**src/verilog/fetch_pkg.sv**
```systemverilog
`default_nettype none

package fetch_pkg;

	// number of 32-bit words in one instruction cache line
	localparam int LINE_WORDS = 4;

	typedef enum logic [2:0] {
		state_idle,
		state_lookup,
		state_miss_request,
		state_refill,
		state_uncached_request,
		state_uncached_wait,
		state_deliver
	} fetch_state_t;

	// values follow the bus encoding of arburst
	typedef enum logic [1:0] {
		burst_single = 2'b00,
		burst_incrementing = 2'b01
	} burst_kind_t;

	typedef struct packed {
		logic [31:0] pc;
		logic [31:0] instruction;
	} fetch_packet_t;

	typedef struct packed {
		logic [31:0] address;
		burst_kind_t burst;
		logic [3:0] length;
	} bus_read_request_t;

	typedef struct packed {
		logic [31:0] address;
		logic [31:0] data;
		logic last;
	} cache_fill_t;

endpackage

`default_nettype wire

```
**src/verilog/burst_reader.sv**
```systemverilog
`default_nettype none

module burst_reader (
	input logic clock,
	input logic reset,
	input logic request_valid,
	input fetch_pkg::bus_read_request_t request,
	output logic request_taken,
	output logic [31:0] araddr,
	output logic [1:0] arburst,
	output logic [3:0] arlen,
	output logic arvalid,
	input logic arready,
	input logic [31:0] rdata,
	input logic rlast,
	input logic rvalid,
	output logic rready,
	output logic fill_valid,
	output fetch_pkg::cache_fill_t fill
);
	import fetch_pkg::*;

	bus_read_request_t active_request;
	logic active;
	logic [3:0] beat_count;
	logic start;

	assign start = request_valid && !active;
	assign request_taken = arvalid && arready;
	assign araddr = active_request.address;
	assign arburst = active_request.burst;
	assign arlen = active_request.length;
	assign rready = 1'b1;

	// the fill port sits here with the data channel it comes from
	assign fill_valid = rvalid && active;
	assign fill = '{address: active_request.address
			+ (active_request.burst == burst_incrementing ? {26'd0, beat_count, 2'b00} : 32'd0),
		data: rdata,
		last: rlast};

	always_ff @(posedge clock) begin
		if (reset) begin
			active <= 1'b0;
			arvalid <= 1'b0;
			beat_count <= '0;
		end else begin
			if (start) begin
				active <= 1'b1;
				arvalid <= 1'b1;
				active_request <= request;
				beat_count <= '0;
			end else begin
				if (arvalid && arready) arvalid <= 1'b0;
				if (fill_valid) begin
					beat_count <= beat_count + 4'd1;
					if (rlast) active <= 1'b0;
				end
			end
		end
	end

endmodule

`default_nettype wire

```
**src/verilog/fetch_control.sv**
```systemverilog
`default_nettype none

module fetch_control #(
	parameter logic [31:0] RESET_PC = 32'h3000_0000,
	parameter logic [31:0] CACHED_BASE = 32'hA000_0000,
	parameter logic [31:0] CACHED_LIMIT = 32'hA200_0000
) (
	input logic clock,
	input logic reset,
	input logic redirect,
	input logic [31:0] redirect_pc,
	output logic lookup,
	output logic [31:0] lookup_pc,
	input logic hit,
	input logic [31:0] cache_word,
	output logic request_valid,
	output fetch_pkg::bus_read_request_t request,
	input logic request_taken,
	input logic fill_valid,
	input fetch_pkg::cache_fill_t fill,
	output fetch_pkg::fetch_packet_t packet,
	output logic out_valid,
	input logic out_ready
);
	import fetch_pkg::*;

	fetch_state_t state;
	fetch_state_t state_next;
	logic [31:0] pc;
	logic [31:0] pc_next;
	logic lookup_sent;
	logic redirect_pending;
	logic [31:0] pending_pc;
	logic [31:0] held_word;
	logic in_flight;
	logic fetch_done;
	logic [31:0] fetch_word;
	logic drop;
	logic [31:0] restart_pc;
	logic beat_matches;

	function automatic logic in_window(input logic [31:0] address);
		return (address >= CACHED_BASE) && (address < CACHED_LIMIT);
	endfunction

	function automatic fetch_state_t first_state(input logic [31:0] address);
		return in_window(address) ? state_lookup : state_uncached_request;
	endfunction

	assign lookup_pc = pc;
	assign lookup = (state == state_lookup) && !lookup_sent;
	assign out_valid = (state == state_deliver);
	assign request_valid = (state == state_miss_request) || (state == state_uncached_request);
	assign in_flight = (state != state_idle) && (state != state_deliver);
	assign beat_matches = fill_valid && (fill.address == pc);

	// the result of a fetch is thrown away if a redirect came in while it ran
	assign drop = redirect || redirect_pending;
	assign restart_pc = redirect ? redirect_pc : pending_pc;

	// a miss fetches the whole aligned line, anything outside the window one word
	always_comb begin
		if (in_window(pc)) begin
			request = '{address: pc & ~32'(LINE_WORDS * 4 - 1),
				burst: burst_incrementing,
				length: 4'(LINE_WORDS - 1)};
		end else begin
			request = '{address: pc, burst: burst_single, length: 4'd0};
		end
	end

	always_comb begin
		fetch_done = 1'b0;
		fetch_word = cache_word;
		case (state)
			state_lookup: fetch_done = lookup_sent && hit;
			state_refill: begin
				fetch_done = fill_valid && fill.last;
				fetch_word = beat_matches ? fill.data : held_word;
			end
			state_uncached_wait: begin
				fetch_done = fill_valid;
				fetch_word = fill.data;
			end
			default: ;
		endcase
	end

	always_comb begin
		state_next = state;
		pc_next = pc;
		case (state)
			state_idle: begin
				pc_next = redirect ? redirect_pc : pc;
				state_next = first_state(pc_next);
			end
			state_lookup: if (lookup_sent && !hit) state_next = state_miss_request;
			state_miss_request: if (request_taken) state_next = state_refill;
			state_uncached_request: if (request_taken) state_next = state_uncached_wait;
			state_deliver: begin
				if (redirect) begin
					pc_next = redirect_pc;
					state_next = first_state(redirect_pc);
				end else if (out_ready) begin
					pc_next = pc + 32'd4;
					state_next = first_state(pc + 32'd4);
				end
			end
			default: ;
		endcase
		if (fetch_done) begin
			if (drop) begin
				pc_next = restart_pc;
				state_next = first_state(restart_pc);
			end else begin
				state_next = state_deliver;
			end
		end
	end

	always_ff @(posedge clock) begin
		if (reset) begin
			state <= state_idle;
			pc <= RESET_PC;
			lookup_sent <= 1'b0;
			redirect_pending <= 1'b0;
		end else begin
			state <= state_next;
			pc <= pc_next;
			lookup_sent <= lookup;
			if (fetch_done) begin
				redirect_pending <= 1'b0;
			end else if (redirect && in_flight) begin
				redirect_pending <= 1'b1;
			end
		end
	end

	always_ff @(posedge clock) begin
		if (redirect && in_flight && !fetch_done) begin
			pending_pc <= redirect_pc;
		end
		// the wanted word may arrive before the last beat of the line
		if (state == state_refill && beat_matches) begin
			held_word <= fill.data;
		end
		if (fetch_done && !drop) begin
			packet <= '{pc: pc, instruction: fetch_word};
		end
	end

endmodule

`default_nettype wire

```
**src/verilog/fetch_unit.sv**
```systemverilog
`default_nettype none

module fetch_unit #(
	parameter logic [31:0] RESET_PC = 32'h3000_0000,
	parameter logic [31:0] CACHED_BASE = 32'hA000_0000,
	parameter logic [31:0] CACHED_LIMIT = 32'hA200_0000,
	parameter int CACHE_LINES = 16
) (
	input logic clock,
	input logic reset,
	input logic redirect,
	input logic [31:0] redirect_pc,
	output fetch_pkg::fetch_packet_t packet,
	output logic out_valid,
	input logic out_ready,
	output logic [31:0] araddr,
	output logic [1:0] arburst,
	output logic [3:0] arlen,
	output logic arvalid,
	input logic arready,
	input logic [31:0] rdata,
	input logic rlast,
	input logic rvalid,
	output logic rready
);
	import fetch_pkg::*;

	logic lookup;
	logic [31:0] lookup_pc;
	logic hit;
	logic [31:0] cache_word;
	logic request_valid;
	bus_read_request_t request;
	logic request_taken;
	logic fill_valid;
	cache_fill_t fill;

	fetch_control #(
		.RESET_PC(RESET_PC),
		.CACHED_BASE(CACHED_BASE),
		.CACHED_LIMIT(CACHED_LIMIT)
	) control (
		.clock(clock),
		.reset(reset),
		.redirect(redirect),
		.redirect_pc(redirect_pc),
		.lookup(lookup),
		.lookup_pc(lookup_pc),
		.hit(hit),
		.cache_word(cache_word),
		.request_valid(request_valid),
		.request(request),
		.request_taken(request_taken),
		.fill_valid(fill_valid),
		.fill(fill),
		.packet(packet),
		.out_valid(out_valid),
		.out_ready(out_ready)
	);

	// request holds its cacheable form for as long as the pc stays in the window
	instruction_cache #(
		.CACHE_LINES(CACHE_LINES)
	) cache (
		.clock(clock),
		.reset(reset),
		.lookup(lookup),
		.lookup_pc(lookup_pc),
		.hit(hit),
		.cache_word(cache_word),
		.fill_valid(fill_valid),
		.fill(fill),
		.fill_enable(request.burst == burst_incrementing)
	);

	burst_reader reader (
		.clock(clock),
		.reset(reset),
		.request_valid(request_valid),
		.request(request),
		.request_taken(request_taken),
		.araddr(araddr),
		.arburst(arburst),
		.arlen(arlen),
		.arvalid(arvalid),
		.arready(arready),
		.rdata(rdata),
		.rlast(rlast),
		.rvalid(rvalid),
		.rready(rready),
		.fill_valid(fill_valid),
		.fill(fill)
	);

endmodule

`default_nettype wire

```
**src/verilog/instruction_cache.sv**
```systemverilog
`default_nettype none

module instruction_cache #(
	parameter int CACHE_LINES = 16
) (
	input logic clock,
	input logic reset,
	input logic lookup,
	input logic [31:0] lookup_pc,
	output logic hit,
	output logic [31:0] cache_word,
	input logic fill_valid,
	input fetch_pkg::cache_fill_t fill,
	input logic fill_enable
);
	import fetch_pkg::*;

	localparam int INDEX_BITS = $clog2(CACHE_LINES);
	localparam int WORD_BITS = $clog2(LINE_WORDS);
	localparam int OFFSET_BITS = WORD_BITS + 2;
	localparam int TAG_BITS = 32 - INDEX_BITS - OFFSET_BITS;

	logic [TAG_BITS-1:0] tag_array [CACHE_LINES];
	logic [31:0] data_array [CACHE_LINES * LINE_WORDS];
	logic [CACHE_LINES-1:0] line_valid;

	logic [INDEX_BITS-1:0] lookup_index;
	logic [INDEX_BITS+WORD_BITS-1:0] lookup_slot;
	logic [TAG_BITS-1:0] lookup_tag;
	logic [INDEX_BITS-1:0] fill_index;
	logic [INDEX_BITS+WORD_BITS-1:0] fill_slot;
	logic [TAG_BITS-1:0] fill_tag;
	logic fill_first;
	logic fill_write;

	logic [TAG_BITS-1:0] read_tag;
	logic [TAG_BITS-1:0] wanted_tag;
	logic read_valid;

	// data is addressed by word, so index and word offset form one slot number
	assign lookup_index = lookup_pc[OFFSET_BITS +: INDEX_BITS];
	assign lookup_slot = lookup_pc[2 +: INDEX_BITS + WORD_BITS];
	assign lookup_tag = lookup_pc[31 -: TAG_BITS];
	assign fill_index = fill.address[OFFSET_BITS +: INDEX_BITS];
	assign fill_slot = fill.address[2 +: INDEX_BITS + WORD_BITS];
	assign fill_tag = fill.address[31 -: TAG_BITS];
	assign fill_first = (fill.address[2 +: WORD_BITS] == '0);
	assign fill_write = fill_valid && fill_enable;

	assign hit = read_valid && (read_tag == wanted_tag);

	always_ff @(posedge clock) begin
		if (lookup) begin
			read_tag <= tag_array[lookup_index];
			wanted_tag <= lookup_tag;
			cache_word <= data_array[lookup_slot];
		end
		if (fill_write) begin
			data_array[fill_slot] <= fill.data;
			if (fill_first) tag_array[fill_index] <= fill_tag;
		end
	end

	// a line only becomes valid once its last beat is in, so a partial line never hits
	always_ff @(posedge clock) begin
		if (reset) begin
			line_valid <= '0;
			read_valid <= 1'b0;
		end else begin
			if (lookup) read_valid <= line_valid[lookup_index];
			if (fill_write) begin
				if (fill.last) begin
					line_valid[fill_index] <= 1'b1;
				end else if (fill_first) begin
					line_valid[fill_index] <= 1'b0;
				end
			end
		end
	end

endmodule

`default_nettype wire
```
**config.mk**
```make
export PLATFORM = sky130hd
export DESIGN_NAME = fetch_unit
export DESIGN_NICKNAME = d
export VERILOG_FILES = /design/src/verilog/fetch_pkg.sv /design/src/verilog/burst_reader.sv /design/src/verilog/fetch_control.sv /design/src/verilog/fetch_unit.sv /design/src/verilog/instruction_cache.sv
export SDC_FILE = /design/constraint.sdc
export NUM_CORES = 2
export LEC_CHECK = 0
export BUFFER_PORTS_ARGS = -buffer_cell sky130_fd_sc_hd__buf_2
export CAP_MARGIN = 15
export CORE_ASPECT_RATIO = 1.75
export CORE_UTILIZATION = 45
export DETAILED_ROUTE_END_ITERATION = 10
export PLACE_DENSITY = 0.7
export SLEW_MARGIN = 10
export SYNTH_ARGS = -nofsm -noshare
export SYNTH_HDL_FRONTEND = slang
export SYNTH_SLANG_ARGS = --single-unit
```
**constraint.sdc**
```tcl
create_clock -name clock -period 14.27 [get_ports clock]
set_input_delay 2.854 -clock clock [delete_from_list [all_inputs] [get_ports clock]]
set_output_delay 2.854 -clock clock [all_outputs]
set_load 0.01 [all_outputs]
```
==> metrics.md <==
| Metric | Value |
|---|---|
| Status | finished, final reports clean |
| Wire length per cell | 32.6 µm |
| Congestion Overflow GR | 0 |
| Final worst slack | ~8.2 ns |
| Critical path required time | 14.86 ns |
| Fmax | 0.165 GHz |
| RSZ-0062 raised after global routing | false |
| CTS sink cnt | approximately 2,700 |
| CTS tree | done |
| DP HPWL | roughly 170,000 µm |
| Top FF cell, synth | edfxtp_1 |
| Synth Area per Inst | approximately 22 µm² |
| Synth async-reset ratio | 0% |
| Tcrit/Tclk final | 42.6% |
| # IOs | around 180 |
| Final setup vio count | 0 |
| Clock Tree Root | clkbuf_16 |
| Pre-CTS setup slack | about 7.5 ns |
| RD Place Congestion | roughly 1.0 |
| Cell taking the most area after synthesis | edfxtp_1 |
| Iteration-0 DRC Markers | between 5,000 and 6,000 |
| Row cnt | roughly 240 |
| R2r endpoint | cache.cache_word[17]$_DFFE_PP_ |
| CTS Buf Count | 231 |
| CP Data Arrival Time | approximately 6.7 ns |
| Final net count | 5,290 |
| Vias in the first global route | 53,117 |
| Clock-pin slew of the registers on the worst-case setup and hold paths | roughly 0.060 ns |
| Longest Clk Path Bufs | 4 |
| Postcts setup bufs | 0 |
| Hold WC Path Type | reg -> reg |
| Post-CTS resize count | 0 |
| Layout cell share with drive strength beyond 1 | 30.1% |
| Crit Path Max Fanout | between 60 and 70 |
| Startpoint class of the critical path | register |
| Synthesis Warnings | 0 |
| Number of hold violations in the final report | 0 |
| DIE WIDTH | 371 µm |
| PD cells | ~160 nW/µm² |
| R2R setup slack | just over 8 ns |
| Post-CTS Hold Fix Bufs | 0 |
| Seq/Total Area, Yosys | between 70% and 80% |
| R2R depth | 7 |
| Fin crit period | slightly above 6 ns |
| Post-synth top cells | edfxtp_1, mux4_2, clkbuf_1, nor2_1, nand2_1 |
| Htree depth | 4 |
| GR Util All Layers | a little under a quarter |
| Drt total wl | around 280,000 µm |
| Residual DRC | 0 |
| Vias | roughly 52,000 |
| Final TNS setup | 0 ns |
| Buffers on Ports | 171 |
| Hold Path Stages | 0 |
| First-pass GRT wire length | between 300,000 and 400,000 µm |
| Hold_sp | control.lookup_pc[17]$_SDFF_PP0_ |
| Post-route ant nets | 0 |
| Drt first pass iters | 9 |
| Initial antenna violation count | 13 |
| Crit path kind | reg -> reg |
| Post-synthesis cell area | approximately 110,000 µm² |
| Final max-slew violation count | 0 |
| Area grow syn2layout | 12.7% |
| Maximum number of pins on one net before global-route repair | roughly 130 |
| Worst-Skew Late Latency | slightly below 0.9 ns |
| Initial Util | between 40% and 50% |
| Crit. Startpoint | control.lookup_pc[3]$_SDFF_PP0_ |
| Post-synthesis register bit count | between 2,000 and 3,000 |
| Die height | roughly 650 µm |
| Setup Skew | 0.0688 ns |
| Maximum vdd ir drop | roughly 0.12 mV |
| Slew headroom | between 20% and 30% |
| Most frequent cell after synthesis | edfxtp_1 |
| Core area | around 240,000 µm² |
| Die area | roughly 240,000 µm² |
| EDFF count, synth | 2,673 |
| Leak | about 36 nW |
| Syn Inst Count | between 4,000 and 5,000 |
| CP Capture Type | register |
| Worst-Margin Slew | about 1.2 ns |
| Area contributors post-synth | edfxtp_1, mux4_2, dfxtp_1 |
| Yosys cell types | 80 |
| Via-to-Cell Ratio | roughly 6.1 |
| Post-synth top area share | 75.0% |
| Hold Path Sink | control.packet[49]$_DFFE_PP_ |
| Tot Pwr | 19.4 mW |
| RR Startpoint | control.lookup_pc[3]$_SDFF_PP0_ |
| Max-cap violations | 0 |
[logic make-up (layout without fill, tap and decap cells)]
family,after synthesis,count (layout),share of synthesized area [%]
simple gates,586,586,2.68
other cells,2,10,0.00702
mux,799,799,16.7
xor+xnor,84,84,0.726
compound gates,368,368,2.54
fa+ha+maj,7,7,0.0888
buf+inv,318,810,1.19
flops,2733,2733,76.1
[cell type report]
cell class                 count  area (µm²)
timing repair buffer         374        2580
multi-input combinational   1848       25000
antenna                        6        15.0
inverter                      24        90.1
sequential                  2733       81500
tap                         3094        3870
clock inverter               138        1550
fill                       18068      116000
clock buffer                 274        6030
[cell usage in the layout, fill, tap and decap left out, types with 13 or more instances in the layout]
cell,synthesis,final
nand2_1,139,136
nand2b_1,13,13
xnor2_1,30,25
nand3_1,38,38
nor4_1,18,17
and3_1,18,18
and2_1,18,17
clkinv_1,0,43
xor2_1,51,46
mux2i_1,13,13
nor2_1,177,95
a311o_1,33,33
buf_2,19,171
clkinvlp_4,0,14
bufinv_16,0,32
mux4_2,786,786
o21ai_0,55,55
clkinv_2,0,35
clkbuf_1,194,39
dfxtp_1,60,52
a31oi_1,26,26
nor2b_1,26,25
nor2_4,0,79
a22o_1,65,65
edfxtp_1,2673,2673
inv_1,23,22
a211oi_1,34,34
a21oi_1,58,58
buf_12,0,14
nor3_1,61,60
nand4_1,25,25
clkbuf_16,0,235
buf_4,9,187
[through the flow]
| stage | hold slack (ns) | area [µm²] | util, % | instances |
|---|---|---|---|---|
| global route | 0.461 | 121000 | 51.1 | 8487 |
| floorplan | 0.420 | 107000 | - | 4899 |
| finish | 0.438 | 121000 | 51.1 | 8491 |
| detailed placement | 0.422 | 113000 | 47.8 | 8069 |
| CTS | 0.440 | 121000 | 51.0 | 8481 |
| global placement | 0.429 | 113000 | 47.7 | 8059 |
[critical path, cell delays in order, from the launching register on]
cell,delay (ns)
dfxtp_4,0.86
buf_4,0.86
buf_4,0.78
buf_4,0.70
buf_4,0.87
mux4_2,0.51
mux4_2,0.49
mux4_2,0.48
[per-layer routing]
layer	up-vias	share of wire [%]	GRT usage (%)
met3	531	6.7	3.17
li1	21367	-	-
met5	-	0.0051	0
met4	2	5.3	10.9
met1	27893	34	27.0
met2	2403	54	41.6
[flip-flops by register name, summed over array words and instances, names as in the netlist, named ones only]
signal,count
cache.data_array,2048
cache.tag_array,384
control.packet,64
cache.cache_word,32
control.held_word,32
control.lookup_pc,32
control.pending_pc,32
reader.araddr,32
cache.read_tag,24
cache.wanted_tag,24
reader.beat_count,4
control.state,3
cache.read_valid,1
control.lookup_sent,1
control.redirect_pending,1
reader.active,1
reader.arlen,1
reader.arvalid,1
[how the worst max path moves through the flow]
stage	end	slack (ns)
final	cache.cache_word[17]$_DFFE_PP_	8.20
after global routing	cache.cache_word[14]$_DFFE_PP_	8.10
after CTS	cache.cache_word[6]$_DFFE_PP_	8.25
after detailed placement	control.packet[7]$_DFFE_PP_	7.48
after global placement	control.packet[4]$_DFFE_PP_	7.49
after floorplan	control.held_word[0]$_DFFE_PP_	6.61
[report_power, final]
| part | internal, mW | total, mW | leakage (nW) | switching, mW |
|---|---|---|---|---|
| logic | 1.57 | 3.61 | 8.02 | 2.05 |
| registers | 9.10 | 9.35 | 24.6 | 0.247 |
| clock network | 3.59 | 6.43 | 3.68 | 2.84 |
Power figures use the tool's default switching activity.
